`src/design/be_bus_pkg.sv`:
```
package be_bus_pkg;

   // backend memory bus sizes
   localparam int BE_ADDR_W   = 32;
   localparam int BE_DATA_W   = 128;
   localparam int BE_NBYTES   = BE_DATA_W / 8;
   localparam int BE_NBYTES_W = $clog2(BE_NBYTES);

   // CPU words packed in one backend word
   localparam int LANES  = 4;
   localparam int LANE_W = $clog2(LANES);

   typedef logic [BE_ADDR_W-1:0] be_addr_t;
   typedef logic [BE_DATA_W-1:0] be_data_t;
   typedef logic [BE_NBYTES-1:0] be_strb_t;

   // single beat write request, held until be_ready
   typedef struct packed {
      logic     valid;
      be_addr_t addr;    // aligned to the backend word
      be_data_t wdata;
      be_strb_t wstrb;
   } be_req_t;

endpackage

```
`src/design/cache_req_pkg.sv`:
```
package cache_req_pkg;

   // CPU side sizes
   localparam int ADDR_W   = 32;          // byte address
   localparam int DATA_W   = 32;          // CPU word
   localparam int NBYTES   = DATA_W / 8;
   localparam int NBYTES_W = $clog2(NBYTES);

   // word address, byte offset dropped
   localparam int WADDR_W  = ADDR_W - NBYTES_W;

   typedef logic [ADDR_W-1:0]  addr_t;
   typedef logic [DATA_W-1:0]  word_t;
   typedef logic [NBYTES-1:0]  strb_t;
   typedef logic [WADDR_W-1:0] waddr_t;

   // driven by the APB master, one access at a time
   typedef struct packed {
      logic  psel;
      logic  penable;
      logic  pwrite;
      addr_t paddr;
      word_t pwdata;
      strb_t pstrb;
   } apb_req_t;

   // one pending store as it sits in the write buffer
   typedef struct packed {
      waddr_t addr;   // word address
      word_t  wdata;
      strb_t  wstrb;
   } store_t;

endpackage
```
`src/design/wt_store_path.sv`:
```
`timescale 1ns/1ps

module wt_store_path
   import cache_req_pkg::*;
   import be_bus_pkg::*;
#(
   parameter int WBUF_DEPTH = 4
) (
   input  logic              clk,
   input  logic              reset,

   // CPU side APB
   input  apb_req_t          apb_req,
   output logic              pready,
   output logic              pslverr,
   output logic [DATA_W-1:0] prdata,

   // backend memory
   output be_req_t           be_req,
   input  logic              be_ready
);

   logic   push;
   store_t push_data;
   logic   pop;
   store_t head;
   logic   full;
   logic   empty;

   apb_store_port port_i (
      .clk       (clk),
      .reset     (reset),
      .apb_req   (apb_req),
      .pready    (pready),
      .pslverr   (pslverr),
      .prdata    (prdata),
      .full      (full),
      .push      (push),
      .push_data (push_data)
   );

   store_buffer #(
      .WBUF_DEPTH (WBUF_DEPTH)
   ) wbuf_i (
      .clk       (clk),
      .reset     (reset),
      .push      (push),
      .push_data (push_data),
      .pop       (pop),
      .head      (head),
      .full      (full),
      .empty     (empty)
   );

   write_channel wchan_i (
      .clk      (clk),
      .reset    (reset),
      .empty    (empty),
      .head     (head),
      .pop      (pop),
      .be_req   (be_req),
      .be_ready (be_ready)
   );

endmodule

```
`src/design/write_channel.sv`:
```
`timescale 1ns/1ps

module write_channel
   import cache_req_pkg::*;
   import be_bus_pkg::*;
(
   input  logic    clk,
   input  logic    reset,

   // write buffer head
   input  logic    empty,
   input  store_t  head,
   output logic    pop,

   // backend memory bus
   output be_req_t be_req,
   input  logic    be_ready
);

   typedef enum logic {
      S_IDLE,
      S_WRITE
   } state_t;

   state_t state;
   state_t state_nxt;

   logic              xfer;
   logic              load;
   logic [LANE_W-1:0] lane;
   be_addr_t          addr_q;
   be_data_t          wdata_q;
   be_strb_t          wstrb_q;
   be_strb_t          strb_ext;

   assign xfer = (state == S_WRITE) & be_ready;

   // take the head when idle or when the current beat leaves
   assign load = ~empty & ((state == S_IDLE) | xfer);
   assign pop  = load;

   assign lane     = head.addr[LANE_W-1:0];
   assign strb_ext = {{(BE_NBYTES-NBYTES){1'b0}}, head.wstrb};

   always_comb begin
      state_nxt = state;
      case (state)
         S_IDLE: begin
            if (~empty) begin
               state_nxt = S_WRITE;
            end
         end
         default: begin
            if (be_ready & empty) begin
               state_nxt = S_IDLE;
            end
         end
      endcase
   end

   always_ff @(posedge clk, posedge reset) begin
      if (reset) begin
         state <= S_IDLE;
      end else begin
         state <= state_nxt;
      end
   end

   // request payload, held while waiting on be_ready
   always_ff @(posedge clk) begin
      if (load) begin
         addr_q  <= be_addr_t'({head.addr[WADDR_W-1:LANE_W], {BE_NBYTES_W{1'b0}}});
         wdata_q <= {LANES{head.wdata}};      // same word on every lane
         wstrb_q <= strb_ext << (lane * NBYTES);
      end
   end

   always_comb begin
      be_req.valid = (state == S_WRITE);
      be_req.addr  = addr_q;
      be_req.wdata = wdata_q;
      be_req.wstrb = wstrb_q;
   end

endmodule

```
`src/design/apb_store_port.sv`:
```
`timescale 1ns/1ps

module apb_store_port
   import cache_req_pkg::*;
(
   input  logic              clk,
   input  logic              reset,

   // APB slave side
   input  apb_req_t          apb_req,
   output logic              pready,
   output logic              pslverr,
   output logic [DATA_W-1:0] prdata,

   // write buffer side
   input  logic              full,
   output logic              push,
   output store_t            push_data
);

   logic setup;
   logic access;
   logic rd_err_q;

   assign setup  = apb_req.psel & ~apb_req.penable;
   assign access = apb_req.psel & apb_req.penable;

   // reads finish at once, writes wait for a free buffer slot
   assign pready = access & (~apb_req.pwrite | ~full);

   assign push = access & apb_req.pwrite & ~full;

   always_comb begin
      push_data.addr  = apb_req.paddr[ADDR_W-1:NBYTES_W];
      push_data.wdata = apb_req.pwdata;
      push_data.wstrb = apb_req.pstrb;
   end

   // read data path not implemented
   assign prdata = '0;

   // flag a read seen in setup, so it lands on its only access cycle
   always_ff @(posedge clk, posedge reset) begin
      if (reset) begin
         rd_err_q <= 1'b0;
      end else begin
         rd_err_q <= setup & ~apb_req.pwrite;
      end
   end

   assign pslverr = rd_err_q;

endmodule

```
`src/design/store_buffer.sv`:
```
`timescale 1ns/1ps

module store_buffer
   import cache_req_pkg::*;
#(
   parameter int WBUF_DEPTH = 4
) (
   input  logic   clk,
   input  logic   reset,

   input  logic   push,
   input  store_t push_data,

   input  logic   pop,
   output store_t head,

   output logic   full,
   output logic   empty
);

   localparam int IDX_W = $clog2(WBUF_DEPTH);

   store_t           mem [WBUF_DEPTH];
   logic [IDX_W:0]   wr_ptr;   // extra msb tells full from empty
   logic [IDX_W:0]   rd_ptr;
   logic [IDX_W-1:0] wr_idx;
   logic [IDX_W-1:0] rd_idx;
   logic             do_push;
   logic             do_pop;

   assign wr_idx = wr_ptr[IDX_W-1:0];
   assign rd_idx = rd_ptr[IDX_W-1:0];

   assign empty = (wr_ptr == rd_ptr);
   assign full  = (wr_ptr[IDX_W] != rd_ptr[IDX_W]) && (wr_idx == rd_idx);

   // a full buffer still takes a push when the head leaves in the same cycle
   assign do_pop  = pop & ~empty;
   assign do_push = push & (~full | do_pop);

   assign head = mem[rd_idx];

   always_ff @(posedge clk) begin
      if (do_push) begin
         mem[wr_idx] <= push_data;
      end
   end

   always_ff @(posedge clk, posedge reset) begin
      if (reset) begin
         wr_ptr <= '0;
         rd_ptr <= '0;
      end else begin
         if (do_push) begin
            wr_ptr <= wr_ptr + 1'b1;
         end
         if (do_pop) begin
            rd_ptr <= rd_ptr + 1'b1;
         end
      end
   end

endmodule

```
`config.mk`:
```
export PLATFORM = sky130hd
export DESIGN_NAME = wt_store_path
export DESIGN_NICKNAME = d
export VERILOG_FILES = /design/src/design/be_bus_pkg.sv /design/src/design/cache_req_pkg.sv /design/src/design/wt_store_path.sv /design/src/design/write_channel.sv /design/src/design/apb_store_port.sv /design/src/design/store_buffer.sv
export SDC_FILE = /design/constraint.sdc
export NUM_CORES = 1
export LEC_CHECK = 0
export ABC_AREA = 1
export BUFFER_PORTS_ARGS = -buffer_cell sky130_fd_sc_hd__buf_4
export CAP_MARGIN = 20
export CORE_ASPECT_RATIO = 1.75
export CORE_MARGIN = 1
export CORE_UTILIZATION = 54
export CTS_BUF_LIST = sky130_fd_sc_hd__clkbuf_8
export CTS_CLUSTER_DIAMETER = 200
export DETAILED_ROUTE_END_ITERATION = 8
export GPL_TIMING_DRIVEN = 0
export PLACE_DENSITY = 0.79
export SLEW_MARGIN = 15
export SYNTH_ARGS = -nofsm -noshare
export SYNTH_HDL_FRONTEND = slang
export SYNTH_SLANG_ARGS = --single-unit
```
`constraint.sdc`:
```
create_clock -name clk -period 9.28 [get_ports clk]
set_input_delay 1.392 -clock clk [delete_from_list [all_inputs] [get_ports clk]]
set_output_delay 1.392 -clock clk [all_outputs]
set_load 0.05 [all_outputs]
```
==> flow_metrics.env, run 1 <==
export IMPL_max_cap_violations=0
export IMPL_core_area_mm2=0.0248
export IMPL_finClkSkew_ns=0.0232
export IMPL_cts_tree="done"
export IMPL_setup_ws_ns=5.87
export IMPL_max_slew_worst_pin_slew_ns=0.822
export IMPL_hp_class="reg2reg"
export IMPL_cts_resized_gates=0
export IMPL_grt_ovfl_total=0
export IMPL_synth_edf_count=340
export IMPL_netlist_area_mm2=0.0137
export IMPL_crit_path_end_kind="output port"
export IMPL_relSlewSlack=0.451
export IMPL_avgViaCountPerCell=5.21
export IMPL_start_util=0.553
export IMPL_cts_hold_fix_buffers=0
export IMPL_numCtsBuffers=45
export IMPL_register_area_mm2=0.0104
export IMPL_postRouteWirelength_um=29400
export IMPL_drc=0
export IMPL_die_w_um=122
export IMPL_grt_pass1_vias=8393
export IMPL_hpwl_um=19900
export IMPL_finalCritPeriodShare=0.368
export IMPL_totalNegativeSetupSlack_ns=0
export IMPL_min_from="wbuf_i.wr_ptr[2]$_DFFE_PP0P_"
export IMPL_ys_warn_count=0
export IMPL_cp_start_kind="register"
export IMPL_dieHeight_um=213
export IMPL_critPathSlowestCell="dfrtp_1"
export IMPL_crit_path_cell_trace="buf_6 > buf_6 > nand2_1 > nand2_2 > nand3_2 > o21bai_1 > inv_1 > buf_4"
export IMPL_required_ns=7.89
export IMPL_critPathMaxStageDelay_ns=0.36
export IMPL_clock_latency_ns=0.57
export IMPL_finalSetupViolations=0
export IMPL_fin_cells=1647
export IMPL_rows=76
export IMPL_gp_congestion=0.740
export IMPL_pin_count=285
export IMPL_antenna_found_initial=1
export IMPL_path_common_cell="buf_6"
export IMPL_r2r_cells=9
export IMPL_final_cell_mix="382 x buf_4, 340 x edfxtp_1, 139 x nor2_1"
export IMPL_stdcell_area_mm2=0.0171
export IMPL_grt_max_degree=53
export IMPL_placed_cells=1568
export IMPL_drtAntennaViolNets=0
export IMPL_cts_setup_buffers=0
export IMPL_r2r_slack_ns=6.64
export IMPL_synth_seq_cells=348
export IMPL_r2r_end="wbuf_i.mem[0][41]$_DFFE_PP_"
export IMPL_clockRootBuffer="clkbuf_8"
export IMPL_syn_avg_cell_area_um2=14.2
export IMPL_io_buffers=246
export IMPL_final_common_cell="buf_4"
export IMPL_status="completed"
export IMPL_fin_nets=1382
export IMPL_synthTopCellsByArea="edfxtp_1 74%, buf_4 7.4%, nor2_1 3.9%"
export IMPL_crit_arrival_ns=2.02
export IMPL_cts_sinks=348
export IMPL_nFillCells=1685
export IMPL_hold_depth=2
export IMPL_dr_total_vias=8581
export IMPL_multiInputGateArea_mm2=0.00212
export IMPL_cts_max_level=2
export IMPL_hold_viol=0
export IMPL_crit_fanout=10
export IMPL_r2r_start="wbuf_i.rd_ptr[0]$_DFFE_PP0P_"
export IMPL_syn_inst=965
export IMPL_critical_path_class="reg2out"
export IMPL_final_max_slew_viol_count=0
export IMPL_drive_gt1_frac=0.364
export IMPL_synth_top_flop_cell="edfxtp_1"
export IMPL_grt_pass1_wl_um=43800
export IMPL_yosysTopAreaCell="edfxtp_1"
export IMPL_yosysTopAreaCellShare=0.744
export IMPL_rsz0062_at_grt="false"
export IMPL_wl_per_cell_um=17.8
export IMPL_first_pass_iters=5
export IMPL_clock_fmax_mhz=293
export IMPL_clk_pin_slew_ns=0.06
export IMPL_dp_slack_ns=5.90
export IMPL_timing_final_crit_period_ns=3.41
export IMPL_die_area_mm2=0.0261
export IMPL_grt_usage=0.228
export IMPL_ys_seq_area_frac=0.759
export IMPL_synthArstFlopShare=0.0230
export IMPL_whs_endpoint="wbuf_i.wr_ptr[2]$_DFFE_PP0P_"
export IMPL_post_dp_cell_area_mm2=0.0163
export IMPL_drt_initial_drc_count=623
export IMPL_cts_max_path_buffers=3
export IMPL_synthDistinctLibCells=26
export IMPL_area_growth_syn_to_layout_pct=25.0
cell type report:
| type | count | share of cell area |
|---|---|---|
| Sequential cell | 348 | 0.607 |
| Timing Repair Buffer | 256 | 0.122 |
| Multi-Input combinational cell | 446 | 0.123 |
| Antenna cell | 1 | 0.000146 |
| Buffer | 176 | 0.0716 |
| Clock buffer | 49 | 0.0393 |
| Clock inverter | 29 | 0.00701 |
| Inverter | 30 | 0.00701 |
| Tap cell | 312 | 0.0228 |
per-stage QoR:
stage	hold slack, ns	util
global route	0.566	0.691
detailed placement	0.512	0.659
finish	0.532	0.691
global placement	0.501	0.648
CTS	0.528	0.691
floorplan	0.484	-
per-layer routing:
metal	GRT usage	wire length, um	vias up
met4	0.135	1150	0
met1	0.243	9960	4116
met5	0	0	-
met2	0.411	16200	399
met3	0.0441	2080	74
li1	-	-	3992
Yosys cell counts (4+ instances only):
cell	instances
clkbuf_1	14
inv_1	28
dfrtp_1	8
o211ai_1	6
nand2_1	54
buf_4	136
buf_2	21
o21ai_1	22
o21ai_0	102
nand2_2	4
ha_1	5
edfxtp_1	340
nor2_1	142
nand3_1	9
buf_6	4
o22ai_1	60
sequential cells by signal, indices dropped and copies added, names as in the netlist:
signal and count:
wbuf_i.mem 264, wchan_i.wdata_q 32, wchan_i.addr_q 28, wchan_i.wstrb_q 16, wbuf_i.rd_ptr 3, wbuf_i.wr_ptr 3
port_i.pslverr 1, wchan_i.state 1
worst max path at each step:
stage                                       startpoint                          end  slack (ns)  cells after the start
after global routing      wbuf_i.rd_ptr[0]$_DFFE_PP0P_                       pready        5.72                      8
after CTS                 wbuf_i.rd_ptr[0]$_DFFE_PP0P_                       pready        5.82                      8
after floorplan                            apb_req[68]   wbuf_i.mem[0][0]$_DFFE_PP_        4.37                      4
after global placement                     apb_req[69]  wbuf_i.mem[0][39]$_DFFE_PP_        2.06                      5
final                     wbuf_i.rd_ptr[0]$_DFFE_PP0P_                       pready        5.87                      8
after detailed placement                   apb_req[69]  wbuf_i.mem[0][39]$_DFFE_PP_        5.90                      7
cell families (layout without fill, tap and decap cells):
group / Yosys count / in the layout / synth area share
flip-flops: 348 / 348 / 0.759
AND/OR/NAND/NOR: 211 / 211 / 0.0599
buffers and inverters: 206 / 540 / 0.0979
AO/OA/AOI/OAI: 192 / 192 / 0.0771
adder cells (fa/ha/maj): 5 / 5 / 0.00456
XOR/XNOR: 2 / 2 / 0.00128
other: 1 / 37 / 0.000273
critical path, delay by kind of cell, from the launching register on:
kind,cells,cell delay (ns)
buffers and inverters,4,0.59
and+or+nand+nor,3,0.33
AOI/OAI and AO/OA,1,0.18
DFF,1,0.36
Power of run 1 is not shown: default switching activity piles up to over one toggle a cycle in this logic, so the estimate is an artifact.
==> run 2, diff against run 1 <==
Settings changed: CORE_UTILIZATION 54 to 51, PLACE_DENSITY 0.79 to 0.78.
Clock period 9.28 ns to 3 ns, I/O delays scaled along.
==> run 2 against run 1 <==
  * Register-to-register slack worse by 5.9 ns
  * Die area grew 5.8%
  * Design area is 0.79% higher
  * Setup slack worse by 5.3 ns
  * Final cell count grew 1.0%
  * Non-clock buffer count increased by 2
  * Clock skew is 0.0029 ns lower
  * Wire length increased by 0.61%
  * Hold slack got worse by 0.48 ns
  * Critical path depth unchanged
==> flow_metrics.env, run 2 (synthesized netlist as in run 1, its figures left out) <==
export IMPL_drt_initial_drc_count=539
export IMPL_rsz0062_at_grt="false"
export IMPL_crit_arrival_ns=2.02
export IMPL_largest_reg_flops=264
export IMPL_antenna_found_initial=0
export IMPL_cts_sinks=348
export IMPL_nFillCells=1936
export IMPL_core_area_mm2=0.0265
export IMPL_cts_max_path_buffers=3
export IMPL_cp_start_kind="register"
export IMPL_crit_buf_inv=4
export IMPL_hp_class="in2reg"
export IMPL_required_ns=2.55
export IMPL_fin_util=0.652
export IMPL_grt_pass1_wl_um=44300
export IMPL_clock_fmax_mhz=405
export IMPL_largest_register="wbuf_i.mem"
export IMPL_grt_usage=0.214
export IMPL_start_util=0.518
export IMPL_finalSetupViolations=0
export IMPL_grt_pass1_vias=8407
export IMPL_io_buffers=246
export IMPL_die_w_um=126
export IMPL_rows=79
export IMPL_wl_per_cell_um=17.8
export IMPL_timing_final_crit_period_ns=2.47
export IMPL_crit_path_end_kind="output port"
export IMPL_relSlewSlack=0.647
export IMPL_crit_path_cell_trace="buf_6 > buf_6 > nand2_1 > nand2_2 > nand3_2 > o21bai_1 > inv_1 > buf_4"
export IMPL_critPathMaxStageDelay_ns=0.37
export IMPL_cp_top_family="buffers and inverters"
export IMPL_top_regs="wbuf_i.mem (264), wchan_i.wdata_q (32), wchan_i.addr_q (28)"
export IMPL_drc=0
export IMPL_drive_gt1_frac=0.364
export IMPL_dr_total_vias=8543
export IMPL_clockRootBuffer="clkbuf_8"
export IMPL_numCtsBuffers=46
export IMPL_area_growth_syn_to_layout_pct=26.0
export IMPL_cts_tree="done"
export IMPL_gp_congestion=0.725
export IMPL_max_slew_worst_pin_slew_ns=0.530
export IMPL_final_common_cell="buf_4"
export IMPL_critical_path_class="reg2out"
export IMPL_finClkSkew_ns=0.0203
export IMPL_postRouteWirelength_um=29600
export IMPL_final_cell_mix="382 x buf_4, 340 x edfxtp_1, 139 x nor2_1"
export IMPL_crit_fanout=10
export IMPL_max_cap_violations=0
export IMPL_drtAntennaViolNets=0
export IMPL_first_pass_iters=5
export IMPL_finalCritPeriodShare=0.823
export IMPL_hpwl_um=19800
export IMPL_num_antenna_cells=0
export IMPL_clk_pin_slew_ns=0.06
export IMPL_grt_ovfl_total=0
export IMPL_grt_max_degree=52
export IMPL_totalNegativeSetupSlack_ns=0
export IMPL_die_area_mm2=0.0276
export IMPL_final_max_slew_viol_count=0
export IMPL_cts_resized_gates=0
export IMPL_hold_viol=0
export IMPL_clock_latency_ns=0.58
export IMPL_pin_count=285
export IMPL_avgViaCountPerCell=5.13
export IMPL_cts_max_level=2
export IMPL_dieHeight_um=219
export IMPL_critPathSlowestCell="dfrtp_1"
export IMPL_fin_nets=1385
export IMPL_path_common_cell="buf_6"
export IMPL_status="completed"
## run 2: changes by cell type in the layout (fill, tap and decap cells not counted)
cell           delta
dlygate4sd3_1     +1
diode_2           -1
clkinv_4          +1
clkinv_1          -2
inv_1             +5
clkinvlp_4        -1
clkinv_2          -3
buf_16            +1
clkbuf_8          +2
bufinv_16         +2
## run 2: what timing repair did
action	4_1_cts	5_1_grt
hold buffers	1	0
endpoints found under the hold margin	8	0
setup buffers	0	0
## run 2: through the flow
| stage | hold WS, ns | worst slack [ns] | instance area [um2] | instances |
|---|---|---|---|---|
| 3_3_place_gp | 0.422 | -1.65 | 16100 | 1570 |
| 6_report | 0.0561 | 0.532 | 17300 | 1664 |
| 2_1_floorplan | 0.266 | -0.124 | 13900 | 1000 |
| 5_1_grt | 0.0410 | 0.385 | 17300 | 1664 |
| 4_1_cts | 0.0323 | 0.468 | 17300 | 1664 |
| 3_5_place_dp | 0.427 | 0.666 | 16400 | 1581 |
## run 2: layer usage
metal / GRT usage / wire length [um] / vias to the layer above
met1: 0.216 / 10000 / 4091
li1: - / - / 3999
met3: 0.0392 / 1870 / 87
met5: 0 / 0 / -
met4: 0.120 / 1270 / 0
met2: 0.409 / 16400 / 366
## run 2: final timing paths
check                           slack [ns]                         start                      endpoint  cells after the start
max in group asynchronous             2.34                         reset  wbuf_i.wr_ptr[2]$_DFFE_PP0P_                      3
worst min-delay path                  0.06                   apb_req[69]      port_i.pslverr$_DFF_PP0_                      2
worst min register to register        0.53  wbuf_i.wr_ptr[2]$_DFFE_PP0P_  wbuf_i.wr_ptr[2]$_DFFE_PP0P_                      2
worst max-delay path                  0.53  wbuf_i.rd_ptr[0]$_DFFE_PP0P_                        pready                      8
worst max register to register        0.69  wbuf_i.rd_ptr[0]$_DFFE_PP0P_   wbuf_i.mem[2][33]$_DFFE_PP_                      9
min in group asynchronous             0.41                         reset  wbuf_i.wr_ptr[0]$_DFFE_PP0P_                      3
## run 2: final cells by class
type                       count  area [um2]  area share
buffer                       176        1230      0.0710
clock buffer                  51         702      0.0406
clock inverter                31         178      0.0103
inverter                      30         120     0.00695
multi-input combinational    446        2120       0.123
sequential                   348       10400       0.602
tap                          324         405      0.0235
timing repair buffer         258        2120       0.123
Power of run 2 is left out for the same reason.
==> run 3, diff against run 2 <==
Clock period 3 ns to 2.25 ns, I/O delays scaled along.
==> run 3 against run 2 <==
  * Hold slack gained 0.18 ns
  * Core utilization up 3.1 points
  * Largest cell class unchanged
  * Wire length grew 3.7%
  * Register-to-register slack worse by 0.57 ns
  * Via count grew 4.5%
  * Highest routed layer unchanged
  * First-iteration DRC count down 15%
  * Die area unchanged
  * Non-clock buffer count grew 80
  * Design area increased by 4.7%
  * Clock skew fell by 0.0048 ns
==> flow_metrics.env, run 3 (synthesized netlist as in run 1, its figures left out) <==
export IMPL_status="completed"
export IMPL_r2r_slack_ns=0.12
export IMPL_grt_most_used_layer="met2"
export IMPL_finalSetupViolations=0
export IMPL_cts_tree="done"
export IMPL_max_slew_worst_pin_slew_ns=0.660
export IMPL_final_common_cell="buf_4"
export IMPL_crit_arrival_ns=1.84
export IMPL_rsz0062_at_grt="true"
export IMPL_drt_initial_drc_count=457
export IMPL_ir_worst_vdd_mv=1.06
export IMPL_pin_count=285
export IMPL_finClkSkew_ns=0.0156
export IMPL_final_max_slew_viol_count=0
export IMPL_die_w_um=126
export IMPL_timing_final_crit_period_ns=2.18
export IMPL_crit_path_cell_trace="xnor2_4 > nand3_4 > o21bai_1 > inv_1 > buf_6"
export IMPL_rows=79
export IMPL_critPathSlowestCell="dfrtp_2"
export IMPL_area_growth_syn_to_layout_pct=32.0
export IMPL_required_ns=1.91
export IMPL_cts_max_path_buffers=3
export IMPL_fin_util=0.683
export IMPL_max_cap_violations=0
export IMPL_cts_sinks=348
export IMPL_largest_reg_flops=264
export IMPL_antenna_found_initial=3
export IMPL_numCtsBuffers=45
export IMPL_fin_nets=1465
export IMPL_grt_pass1_wl_um=46300
export IMPL_met1_usage=0.230
export IMPL_dr_total_vias=8924
export IMPL_crit_path_end_kind="output port"
export IMPL_dieHeight_um=219
export IMPL_hp_class="in2reg"
export IMPL_top_regs="wbuf_i.mem (264), wchan_i.wdata_q (32), wchan_i.addr_q (28)"
export IMPL_start_util=0.518
export IMPL_cp_start_kind="register"
export IMPL_powerDensity_mw_per_mm2=1570
export IMPL_finalPower_mw=28.4
export IMPL_drc=0
export IMPL_largest_register="wbuf_i.mem"
export IMPL_gp_congestion=0.752
export IMPL_use_met2=0.425
export IMPL_nFillCells=1805
export IMPL_die_area_mm2=0.0276
export IMPL_cts_max_level=2
export IMPL_clk_pin_slew_ns=0.07
export IMPL_clockRootBuffer="clkbuf_8"
export IMPL_drtAntennaViolNets=0
export IMPL_grt_pass1_vias=8827
export IMPL_drive_gt1_frac=0.359
export IMPL_clock_fmax_mhz=458
export IMPL_hold_viol=0
export IMPL_grt_max_degree=41
export IMPL_met3_usage=0.0324
export IMPL_finalCritPeriodShare=0.970
export IMPL_critical_path_class="reg2out"
export IMPL_core_area_mm2=0.0265
export IMPL_postRouteWirelength_um=30600
export IMPL_crit_fanout=7
export IMPL_cp_top_family="flip-flops"
export IMPL_relSlewSlack=0.557
export IMPL_grt_ovfl_total=0
export IMPL_clock_latency_ns=0.57
export IMPL_final_cell_mix="391 x buf_4, 340 x edfxtp_1, 139 x nor2_1"
export IMPL_io_buffers=246
export IMPL_hpwl_um=20100
export IMPL_avgViaCountPerCell=5.12
export IMPL_critPathMaxStageDelay_ns=0.50
export IMPL_grt_usage=0.222
export IMPL_first_pass_iters=5
export IMPL_crit_buf_inv=2
export IMPL_power_leakage_nw=7.14
export IMPL_wl_per_cell_um=17.6
## run 3: cell count changes in the layout (fill, tap and decap cells not counted), sizes merged, moves of 4 or more
cell         before  now
buf             419  431
clkbuf           65   61
clkinv           11   17
clkinvlp          0    4
dlygate4sd3       1   69
inv              48   39
## run 3: what timing repair did
action                     CTS  global route
resized for setup            8             4
hold endpoints to repair   273             0
setup endpoints to repair  179             1
buffers inserted             8             2
hold buffers                69             0
pin swaps                    4             3
cloned                       1             0
## run 3: worst reg2reg max path, delay by kind of cell (launching register included)
family,cells,cell delay (ns)
AND/OR/NAND/NOR,5,0.72
buffers and inverters,4,0.70
flip-flops,1,0.40
## run 3: layout make-up
type,count,area (um2),share of cell area
sequential,348,10400,0.575
timing repair buffer,338,2910,0.161
multi-input combinational,446,2170,0.120
buffer,176,1230,0.0680
clock buffer,47,647,0.0357
tap,324,405,0.0224
clock inverter,31,184,0.0102
inverter,30,128,0.00705
antenna,3,7.51,0.000415
timing repair inverter,1,5.00,0.000277
## run 3: worst paths after layout
path | start | to | cells past startpoint
min reg2reg | wbuf_i.wr_ptr[2]$_DFFE_PP0P_ | wbuf_i.wr_ptr[2]$_DFFE_PP0P_ | 2
min | be_ready | wbuf_i.rd_ptr[0]$_DFFE_PP0P_ | 5
max | wbuf_i.rd_ptr[1]$_DFFE_PP0P_ | pready | 5
max reg2reg | wbuf_i.rd_ptr[0]$_DFFE_PP0P_ | wbuf_i.mem[2][39]$_DFFE_PP_ | 9
max in group asynchronous | reset | wbuf_i.wr_ptr[0]$_DFFE_PP0P_ | 3
min in group asynchronous | reset | wbuf_i.rd_ptr[2]$_DFFE_PP0P_ | 3
## run 3: per-layer routing
metal  vias up  part of all wire
met4         0             0.040
met3        99             0.061
met1      4248              0.34
met2       421              0.56
li1       4156                 -
met5         -                 0
## run 3: report_power, final
part / total [mW] / switching, mW / internal (mW)
Combinational: 14.8 / 10.1 / 4.69
Sequential: 9.29 / 0.640 / 8.65
Clock: 4.33 / 2.17 / 2.16
Total: 28.4 / 12.9 / 15.5
## run 3: through the flow
| step | std cells | setup slack (ns) | instance area (um2) | setup TNS [ns] | hold WS [ns] |
|---|---|---|---|---|---|
| global route | 1744 | -0.000666 | 18100 | -0.000666 | 0.251 |
| floorplan | 1000 | -0.205 | 13900 | -49.89 | 0.153 |
| finish | 1744 | 0.0684 | 18100 | 0 | 0.239 |
| global placement | 1570 | -1.14 | 16200 | -350.56 | 0.310 |
| detailed placement | 1583 | -0.435 | 16400 | -23.05 | 0.314 |
| CTS | 1739 | 0.00259 | 18100 | 0 | 0.201 |
(Power assumes the default switching activity.)
